## config.mk

```make
export PLATFORM = sky130hd
export DESIGN_NAME = frameReadDma
export DESIGN_NICKNAME = d
export VERILOG_FILES = /design/src/logic/videoDmaPkg.sv /design/src/logic/frameReadDma.sv
export VERILOG_INCLUDE_DIRS = /design/src /design/src/logic
export SDC_FILE = /design/constraint.sdc
export NUM_CORES = 1
export LEC_CHECK = 0
export BUFFER_PORTS_ARGS = -buffer_cell sky130_fd_sc_hd__clkbuf_2
export CELL_PAD_IN_SITES_DETAIL_PLACEMENT = 1
export CELL_PAD_IN_SITES_GLOBAL_PLACEMENT = 1
export CORE_MARGIN = 2
export CORE_UTILIZATION = 46
export CTS_BUF_LIST = sky130_fd_sc_hd__clkbuf_8
export DETAILED_ROUTE_END_ITERATION = 10
export GPL_TIMING_DRIVEN = 0
export HOLD_SLACK_MARGIN = 0.05
export PLACE_DENSITY_LB_ADDON = 0.08
export SKIP_LAST_GASP = 1
export SLEW_MARGIN = 15
export SYNTH_ARGS = -nofsm -noshare
export SYNTH_HDL_FRONTEND = slang
export SYNTH_SLANG_ARGS = --single-unit
```

## constraint.sdc

```tcl
create_clock -name iClk -period 5.63 [get_ports iClk]
set_clock_uncertainty 0.05 [all_clocks]
set_input_delay 0.2815 -clock iClk [delete_from_list [all_inputs] [get_ports iClk]]
set_output_delay 0.2815 -clock iClk [all_outputs]
set_load 0.05 [all_outputs]
```

## src/logic/videoDma_defs.svh

```systemverilog
/*
  Video frame DMA defines
  Pixel and memory widths, buffer size, FIFO depth and APB register map
*/
`ifndef VIDEODMA_DEFS_SVH
`define VIDEODMA_DEFS_SVH

// ----------------------------------------
// Data path and memory
// ----------------------------------------
`define VDMA_PIX_W      16     // Bits per pixel
`define VDMA_BUF_WORDS  256    // Words in one frame buffer
`define VDMA_MEM_AW     9      // Top bit picks the buffer
`define VDMA_LEN_W      9      // Holds 1..256
`define VDMA_FIFO_DEPTH 16
`define VDMA_CNT_W      16

// ----------------------------------------
// APB register map
// ----------------------------------------
`define VDMA_APB_AW     4
`define VDMA_REG_CTRL   4'h0
`define VDMA_REG_LEN    4'h4
`define VDMA_REG_STAT   4'h8
`define VDMA_REG_CNT    4'hC

`endif

```

## src/logic/videoDmaPkg.sv

```systemverilog
/*
  Video frame DMA types
  Width typedefs shared by all blocks and the two DMA state encodings
*/
`include "videoDma_defs.svh"

package videoDmaPkg;

	typedef logic [`VDMA_PIX_W-1:0]  pixelT;
	typedef logic [`VDMA_MEM_AW-1:0] memAdrsT;    // {buffer, index}
	typedef logic [`VDMA_LEN_W-1:0]  frameLenT;   // Length or pixel index
	typedef logic [`VDMA_APB_AW-1:0] apbAdrsT;
	typedef logic [31:0]             apbDataT;
	typedef logic [`VDMA_CNT_W-1:0]  frameCntT;

	// Writer FSM
	typedef enum logic [1:0] {
		WR_IDLE,    // Request slot empty
		WR_MOVE,    // Pixel waiting for a grant
		WR_HOLD     // Frame done, waiting for swap
	} wrStateT;

	// Reader FSM
	typedef enum logic [1:0] {
		RD_IDLE,    // No frame shown yet
		RD_STREAM,  // Issuing reads
		RD_DRAIN    // Last read issued, emptying the skid
	} rdStateT;

endpackage

```

## src/logic/frameReadDma.sv

```systemverilog
/*
  Frame read DMA
  Streams the front buffer out with a start-of-frame flag, repeating it
  until a new frame is ready, and swaps the buffers at frame end
*/
`timescale 1ns/1ps
`include "videoDma_defs.svh"

module frameReadDma
	import videoDmaPkg::*;
(
	input  logic     iClk,
	input  logic     rstN,
	input  logic     enable,
	input  frameLenT frameLen,
	input  logic     backReady,
	output logic     swapAck,
	output logic     frontSel,
	output logic     frontValid,
	output frameCntT frameCnt,
	output logic     rdReq,
	output memAdrsT  rdAdrs,
	input  logic     rdGnt,
	input  logic     rdValid,
	input  pixelT    rdData,
	output pixelT    pixData,
	output logic     pixValid,
	output logic     pixSof,
	input  logic     pixReady
);

	rdStateT  state;
	frameLenT reqIdx;       // Next pixel to request
	logic [1:0] occ;        // In flight plus held
	logic [1:0] bufCnt;     // Skid entries used
	pixelT    buf0;
	pixelT    buf1;
	logic     sof0;
	logic     sof1;
	logic     sofPend;      // Sof of the word on rdData
	logic     pop;
	logic     shift;
	logic     store;
	logic     doSwap;

	assign rdReq  = enable && (state == RD_STREAM) && (occ < 2'd2);
	assign rdAdrs = {frontSel, reqIdx[`VDMA_MEM_AW-2:0]};

	// ----------------------------------------
	// Output side of the skid
	// ----------------------------------------
	assign pixValid = enable && ((bufCnt != 2'd0) || rdValid);
	assign pixData  = (bufCnt != 2'd0) ? buf0 : rdData;    // Bypass when empty
	assign pixSof   = (bufCnt != 2'd0) ? sof0 : sofPend;
	assign pop      = pixValid && pixReady;
	assign shift    = pop && (bufCnt != 2'd0);
	assign store    = rdValid && !(pop && (bufCnt == 2'd0));

	// Swap only at a frame boundary with nothing left in the pipe
	assign doSwap = enable && backReady &&
		((state == RD_IDLE) || ((state == RD_DRAIN) && (occ == 2'd0)));

	// Reader FSM, counters and swap
	always_ff @(posedge iClk)
	begin
		if (!rstN || !enable)
		begin
			state      <= RD_IDLE;
			reqIdx     <= '0;
			occ        <= '0;
			bufCnt     <= '0;
			frontSel   <= 1'b0;
			frontValid <= 1'b0;
			frameCnt   <= '0;
			swapAck    <= 1'b0;
		end
		else
		begin
			occ     <= occ + {1'b0, rdGnt} - {1'b0, pop};
			bufCnt  <= bufCnt + {1'b0, store} - {1'b0, shift};
			swapAck <= doSwap;                  // One cycle pulse
			if (doSwap)
			begin
				frontSel   <= ~frontSel;
				frontValid <= 1'b1;
				frameCnt   <= frameCnt + 1'b1;
			end
			case (state)
				RD_IDLE:
					if (backReady)
						state <= RD_STREAM;
				RD_STREAM:
					if (rdGnt)
					begin
						if (reqIdx == frameLen - 1'b1)
						begin
							reqIdx <= '0;
							state  <= RD_DRAIN;
						end
						else
							reqIdx <= reqIdx + 1'b1;
					end
				RD_DRAIN:
					if (occ == 2'd0)
						state <= RD_STREAM;        // Next frame, new or repeated
				default:
					state <= RD_IDLE;
			endcase
		end
	end

	// Skid payload
	always_ff @(posedge iClk)
	begin
		sofPend <= rdGnt && (reqIdx == '0);
		if (shift)
		begin
			buf0 <= buf1;
			sof0 <= sof1;
		end
		if (store)
		begin
			if ((bufCnt == 2'd0) || ((bufCnt == 2'd1) && shift))
			begin
				buf0 <= rdData;
				sof0 <= sofPend;
			end
			else
			begin
				buf1 <= rdData;
				sof1 <= sofPend;
			end
		end
	end

endmodule

```

==> results.md, run 1 <==
* Outcome: complete, no violations
* Combinational power share at 0.175
* Share of layout cells above drive strength 1 at 0.3144
* Final #Nets at 474
* First-pass GRT wire length at 13490 um
* Main synth FF type: dfxtp_1
* Clock Path Buffers at 2
* Design area at 4154 sq um
* Crit path capture type: register
* Fillers at between 800 and 900
* Asr flop ratio synth at 0
* Number of synthesis warnings at 0
* Switching Power at 0.0003394 W
* Hold depth at 1
* Part of the cycle the worst path needs at 0.5260
* Hold Fails Final Rpt at 0
* CTS tree: yes
* Count of state elements after synthesis at 69
* GRT overflow at 0
* Post-synthesis cell count at approximately 340
* WL final at 7855 um
* Critical hold path startpoint: rdData[15]
* Dpl hpwl at 6032 um
* RR Startpoint: bufCnt[1]
* Clock latency on the worst-skew pair at approximately 0.33 ns
* Sequential share of power at 0.495
* Syn_area_per_cell at 9.999 sq um
* Drt pass-1 iters at 4
* Initial antenna violation count at 0
* Cells after DPL at ~520
* RSZ-0062 raised after global routing: no
* Worst-path fanout max at 10
* Netlist cell types at 54
* Worst VDD drop at 0.0001358 V
* Internal power at 0.0007815 W
* Syn_nets at 384
* Worst-margin pin slew at 0.8469 ns
* Reg2Reg Depth at 11
* Clock network fraction of total power at 0.330
* Total GRT Usage at 0.2018
* Vias in the first global route at around 2800
* Antenna Cells at 0
* Overall power at 0.001121 W
* Critical path type: register to register
* Starting DRC count in detailed routing at 59
* DP Area at 3971 sq um
* Sw Ratio at 0.3028
* CTS H-tree lvls at 3
* Die area at about 8200 sq um
* Multi-input gate area at 1743 sq um
* Final Non-Filler Cells at 538
* Via count at 2763
* Number of flops mapped to enable cells by yosys at 17
* Vias/cell at 5.136
* Hold_ws at 0.09692 ns
* Hold EP: buf1[15]
* PortBufs at 78
* Largest net degree at the start of global routing at 14
* Worst reg2reg path endpoint: bufCnt[1]
* DR WL/cell at between 10 and 15 um
* Clock sink count at 69
* Flop2flop setup slack at 2.67 ns
* Setup TNS Final at 0 ns
* DRT antenna net count at 0
* Fin. max-slew vios at 0
* Starting Density at 0.4742
* Highest Clock Rate at 0.3377 GHz
* # Post-CTS Setup Buffers at 0
* Area of the core at 7253 sq um
* Cell Rows at 31
* LEAKAGE at 1.841 nW
* Worst EP required at 5.79 ns
* PostCTS Resize Cnt at 0
* Layout area overhead at 20.77%
* I/O pin cnt at 79
* Min Tclk post-route at 2.961 ns
* Residual DRC count at 0
* Critical path startpoint category: register
* Worst min-delay path class: primary input to register
* Sequential cell area at 1551 sq um
* Root buffer cell: clkbuf_8
* Final Setup Violations at 0
* Width of the die at 90.47 um
* Relative slew slack at 0.4333
* Pwr per Cell Area at 269.8 nW/um^2
* Global placement routability congestion at 0.8338
* # hold bufs at CTS at 0
* Critical path arrival at 3.12 ns
* Chip height at between 90 and 100 um
* Max Cap Viol at 0
* Worst-path clk slew at 0.08 ns
* Mapped Area at 3440 sq um
* Sequential element share of the synthesized area at 0.4511
* Num CTS Buffers at 9
==> metrics by stage <==
stage / worst slack [ns] / utilization
2_1_floorplan: 3.187 / -
3_3_place_gp: 2.715 / 0.5451
3_5_place_dp: 2.653 / 0.5475
4_1_cts: 2.626 / 0.5727
5_1_grt: 2.455 / 0.5727
6_report: 2.669 / 0.5727
==> placed cells by master, fill, tap and decap left out, types with 2 or more instances in the layout <==
cell | netlist | layout
and2_1 | 4 | 4
or2_2 | 2 | 2
mux2_2 | 17 | 17
o211ai_1 | 4 | 4
buf_4 | 10 | 10
nor2b_1 | 3 | 2
clkinv_2 | 0 | 2
edfxtp_1 | 17 | 17
and3_1 | 9 | 9
nor3b_1 | 2 | 2
xnor2_1 | 16 | 16
clkbuf_1 | 8 | 8
or3_1 | 2 | 2
inv_6 | 0 | 2
mux2i_1 | 19 | 19
o21ai_0 | 21 | 21
xor2_1 | 19 | 19
dfxtp_1 | 52 | 52
nor2b_2 | 1 | 2
nor2_1 | 39 | 39
clkbuf_8 | 0 | 10
clkinv_4 | 0 | 2
a31oi_1 | 2 | 2
nand4_1 | 2 | 2
inv_1 | 10 | 10
ha_1 | 8 | 8
a21oi_1 | 3 | 3
nor4_1 | 2 | 2
clkbuf_2 | 0 | 78
nand2_1 | 35 | 35
nand3_1 | 9 | 9
==> cells by family after synthesis <==
group	count (synthesis)	share of synthesized area
buffers and inverters	29	0.04292
flip-flops	69	0.4511
multiplexers	36	0.1109
XOR/XNOR	35	0.08912
AO/OA/AOI/OAI	43	0.09713
AND/OR/NAND/NOR	124	0.1797
adder cells (fa/ha/maj)	8	0.02910
==> layer usage <==
metal | up-vias | wire (um) | track usage
met3 | 7 | 237 | 0.03422
met5 | - | 0 | 0
met4 | 0 | 89 | 0.06923
met2 | 50 | 4020 | 0.3520
met1 | 1327 | 3508 | 0.2520
li1 | 1379 | - | -
==> cells in the mapped netlist, types with 2 or more instances <==
library cell  instances  share of area
and2_1                4         0.0073
o21ai_0              21          0.031
a31oi_1               2         0.0036
nor2_1               39          0.043
clkbuf_1              8         0.0087
mux2i_1              19          0.055
nor2b_1               3         0.0055
edfxtp_1             17           0.15
buf_4                10          0.022
nand4_1               2         0.0036
ha_1                  8          0.029
a21oi_1               3         0.0044
xnor2_1              16          0.041
inv_1                10          0.011
o211ai_1              4         0.0087
nor4_1                2         0.0036
dfxtp_1              52           0.30
and3_1                9          0.016
mux2_2               17          0.056
nand3_1               9          0.013
nand2_1              35          0.038
or3_1                 2         0.0036
or2_2                 2         0.0036
xor2_1               19          0.048
nor3b_1               2         0.0044
==> sequential cells by signal, summed over array words and instances (netlist names) <==
register    flops
frontValid      1
reqIdx          9
occ             2
sof0            1
frameCnt       16
sofPend         1
buf1           16
buf0           16
bufCnt          2
frontSel        1
swapAck         1
state           2
sof1            1
==> power by group through the flow <==
stage          sequential [W]  combinational, W  clock [W]
3_3_place_gp         0.000565          0.000192          0
3_5_place_dp         0.000567          0.000199          0
2_1_floorplan        0.000565          0.000142          0
5_1_grt              0.000560          0.000214   0.000402
6_report             0.000555          0.000196   0.000370
4_1_cts              0.000555          0.000199   0.000380
==> final cells by class <==
type	instances	area share
multi-input cells	246	0.4196
flip-flops and latches	69	0.3735
repair buffers	79	0.09759
clock buffers	10	0.03313
well taps	99	0.02982
plain buffers	19	0.02651
clock inverters	6	0.01084
inverters	10	0.009036
==> worst max-delay path by stage <==
stage                     startpoint        end  slack (ns)  cells past startpoint
after floorplan            bufCnt[1]  bufCnt[1]        3.19                     11
after global placement     bufCnt[1]  bufCnt[1]        2.71                     11
after detailed placement   bufCnt[1]  bufCnt[1]        2.65                     11
after CTS                  bufCnt[1]  bufCnt[1]        2.63                     11
after global routing       bufCnt[1]  bufCnt[1]        2.46                     11
final                      bufCnt[1]  bufCnt[1]        2.67                     11
==> critical path: stages, from the launching register on <==
cell	delay, ns
dfxtp_1	0.36
nor2_1	0.67
or2_2	0.22
buf_2	0.26
buf_4	0.28
inv_1	0.08
ha_1	0.30
inv_1	0.06
ha_1	0.14
xor2_1	0.19
xnor2_1	0.16
nor2_1	0.06
Power figures use the tool's default switching activity.
==> run 2, diff against run 1 <==
--- a/config.mk
+++ b/config.mk
@@ -10,7 +10,7 @@
 export CELL_PAD_IN_SITES_DETAIL_PLACEMENT = 1
 export CELL_PAD_IN_SITES_GLOBAL_PLACEMENT = 1
 export CORE_MARGIN = 2
-export CORE_UTILIZATION = 46
+export CORE_UTILIZATION = 43
 export CTS_BUF_LIST = sky130_fd_sc_hd__clkbuf_8
 export DETAILED_ROUTE_END_ITERATION = 10
 export GPL_TIMING_DRIVEN = 0
==> constraint.sdc (replaced) <==
create_clock -name iClk -period 2.8 [get_ports iClk]
set_clock_uncertainty 0.05 [all_clocks]
set_input_delay 0.14 -clock iClk [delete_from_list [all_inputs] [get_ports iClk]]
set_output_delay 0.14 -clock iClk [all_outputs]
set_load 0.05 [all_outputs]
==> run 2 against run 1 <==
Register-to-register slack got worse by 2.4 ns. Global-route usage shrank 0.30 points. Routed wire length is 5.4% higher. Largest cell class unchanged. Worst hold slack improved by 0.0021 ns. Combinational power is 110% higher.
==> results.md, run 2 (same netlist as run 1, synthesis figures left out) <==
* Vias in the first global route at 2972 (+4.8%)
* CTS H-tree lvls at 3 (unchanged)
* Area of the core at 7727 sq um (+6.5%)
* LEAKAGE at 1.900 nW (+3.2%)
* First-pass GRT wire length at 13800 um (+2.3%)
* Flop2flop setup slack at 0.31 ns (-2.36 ns)
* CTS tree: yes
* Via count at 2852 (+3.2%)
* Drt pass-1 iters at 4 (unchanged)
* Most common cell after layout, fill and taps aside: clkbuf_2
* Share of layout cells above drive strength 1 at 0.3048 (-0.009526)
* Worst min-delay path class: primary input to register
* Highest Clock Rate at 0.4022 GHz (+19%)
* Worst-path fanout max at 10 (unchanged)
* Starting Density at 0.4451 (-0.02910)
* RSZ-0062 raised after global routing: no
* Chip height at 93.44 um (+3.3%)
* Largest regs: buf0 (16), buf1 (16), frameCnt (16)
* Clock latency on the worst-skew pair at 0.35 ns (+0.02 ns)
* Worst EP required at 2.96 ns (-2.83 ns)
* Clock sink count at 69 (unchanged)
* Layout area overhead at 25.79%
* Global placement routability congestion at 0.7748 (-7.1%)
* Part of the cycle the worst path needs at 0.8880 (+0.3620)
* Die area at 8730 sq um (+6.7%)
* Dpl hpwl at 6076 um (+0.71%)
* Worst-path clk slew at 0.08 ns (about the same)
* Antenna Cells at 0 (unchanged)
* Fillers at 928 (+6.3%)
* Final #Nets at 491 (+3.6%)
* Largest net degree at the start of global routing at 14 (unchanged)
* Worst VDD drop at 0.0001975 V (+45%)
* I/O pin cnt at 79 (unchanged)
* Total GRT Usage at 0.1988 (-0.003046)
* Crit path capture type: register
* Pwr per Cell Area at 522.2 nW/um^2 (+94%)
* DRT antenna net count at 0 (unchanged)
* Critical path arrival at 2.65 ns (-0.47 ns)
* Root buffer cell: clkbuf_8
* Critical path type: register to register
* Critical hold path startpoint: rstN
* Fin. max-slew vios at 0 (unchanged)
* Starting DRC count in detailed routing at 64 (+8.5%)
* Hold EP: bufCnt[0]
* Clock Path Buffers at 2 (unchanged)
* PortBufs at 78 (unchanged)
* Design area at 4327 sq um (+4.2%)
* Commonest cells after routing, fill and taps aside: clkbuf_2, dfxtp_1, nor2_1
* Residual DRC count at 0 (unchanged)
* GRT overflow at 0 (unchanged)
* Num CTS Buffers at 9 (unchanged)
* Worst reg2reg path endpoint: bufCnt[1]
* Width of the die at 93.44 um (+3.3%)
* RR Startpoint: bufCnt[1]
* DR WL/cell at 14.84 um (+1.6%)
* Hold Fails Final Rpt at 0 (unchanged)
* Vias/cell at 5.111 (-0.48%)
* Min Tclk post-route at 2.486 ns (-0.4749 ns)
* Setup TNS Final at 0 ns (unchanged)
* Outcome: complete, no violations
* Worst-margin pin slew at 0.8058 ns (-0.04103 ns)
* Reg2Reg Depth at 11 (unchanged)
* Final Setup Violations at 0 (unchanged)
* Cell Rows at 32 (+3.2%)
* Critical path startpoint category: register
* Relative slew slack at 0.4616 (+0.02828)
* Hold depth at 2 (+1)
* Initial antenna violation count at 0 (unchanged)
* WL final at 8279 um (+5.4%)
* Max Cap Viol at 0 (unchanged)
* DP Area at 3975 sq um (about the same)
==> run 2: cell types whose count changed in the layout (fill, tap and decap cells not counted), sizes merged <==
cell and change:
dlygate4sd3 +17, clkbuf -1, clkinv -1, clkinvlp +3, inv -1
==> run 2: cell type report <==
| type | instances | area, sq um | share of cell area |
|---|---|---|---|
| Multi-Input combinational cell | 246 | 1750 | 0.4046 |
| Sequential cell | 69 | 1551 | 0.3586 |
| Timing Repair Buffer | 96 | 575.6 | 0.1330 |
| Tap cell | 102 | 127.6 | 0.02950 |
| Clock buffer | 9 | 123.9 | 0.02863 |
| Buffer | 19 | 110.1 | 0.02545 |
| Clock inverter | 7 | 50.05 | 0.01157 |
| Inverter | 10 | 37.54 | 0.008676 |
==> run 2: per-layer routing <==
metal  vias to the layer above  share of wire  GRT usage
met3                         7          0.036    0.03948
met2                        55           0.49     0.3429
met4                         0          0.010    0.05760
li1                       1410              -          -
met1                      1380           0.47     0.2514
met5                         -              0          0
==> run 2: where the power goes <==
group / switching (W) / internal [W]
Clock: 0.000400 / 0.000322
Sequential: 0.0000351 / 0.00108
Combinational: 0.000267 / 0.000152
==> run 2: critical path: stages (launching register included) <==
cell,delay (ns)
dfxtp_1,0.38
nor2_4,0.30
or2_2,0.17
buf_2,0.26
buf_4,0.28
inv_1,0.07
ha_1,0.29
inv_1,0.06
ha_1,0.14
xor2_1,0.18
xnor2_1,0.14
nor2_1,0.06
==> run 2: metrics by stage <==
| step | setup WS [ns] | util | power (W) | cells | hold WS, ns |
|---|---|---|---|---|---|
| 2_1_floorplan | 0.3566 | - | 0.001421 | 344 | 0.1889 |
| 5_1_grt | 0.1208 | 0.5599 | 0.002371 | 558 | 0.1046 |
| 3_3_place_gp | -0.1214 | 0.5121 | 0.001523 | 524 | 0.2950 |
| 6_report | 0.3137 | 0.5599 | 0.002260 | 558 | 0.09900 |
| 3_5_place_dp | -0.1036 | 0.5144 | 0.001543 | 525 | 0.2984 |
| 4_1_cts | 0.1074 | 0.5593 | 0.002282 | 558 | 0.09166 |
==> run 2: what timing repair did <==
item                                    CTS  global route
resized for setup                         1             1
setup buffers                             0             0
hold buffers                             17             0
endpoints found under the setup margin    2             1
hold endpoints to repair                 33             0
==> run 2: worst max path at each step <==
stage / start / end / slack [ns] / depth (start not counted)
after floorplan: bufCnt[1] / bufCnt[1] / 0.36 / 11
after detailed placement: bufCnt[1] / bufCnt[1] / -0.10 / 11
after global placement: bufCnt[1] / bufCnt[1] / -0.12 / 11
final: bufCnt[1] / bufCnt[1] / 0.31 / 11
after global routing: bufCnt[1] / bufCnt[1] / 0.12 / 11
after CTS: bufCnt[1] / bufCnt[1] / 0.11 / 11
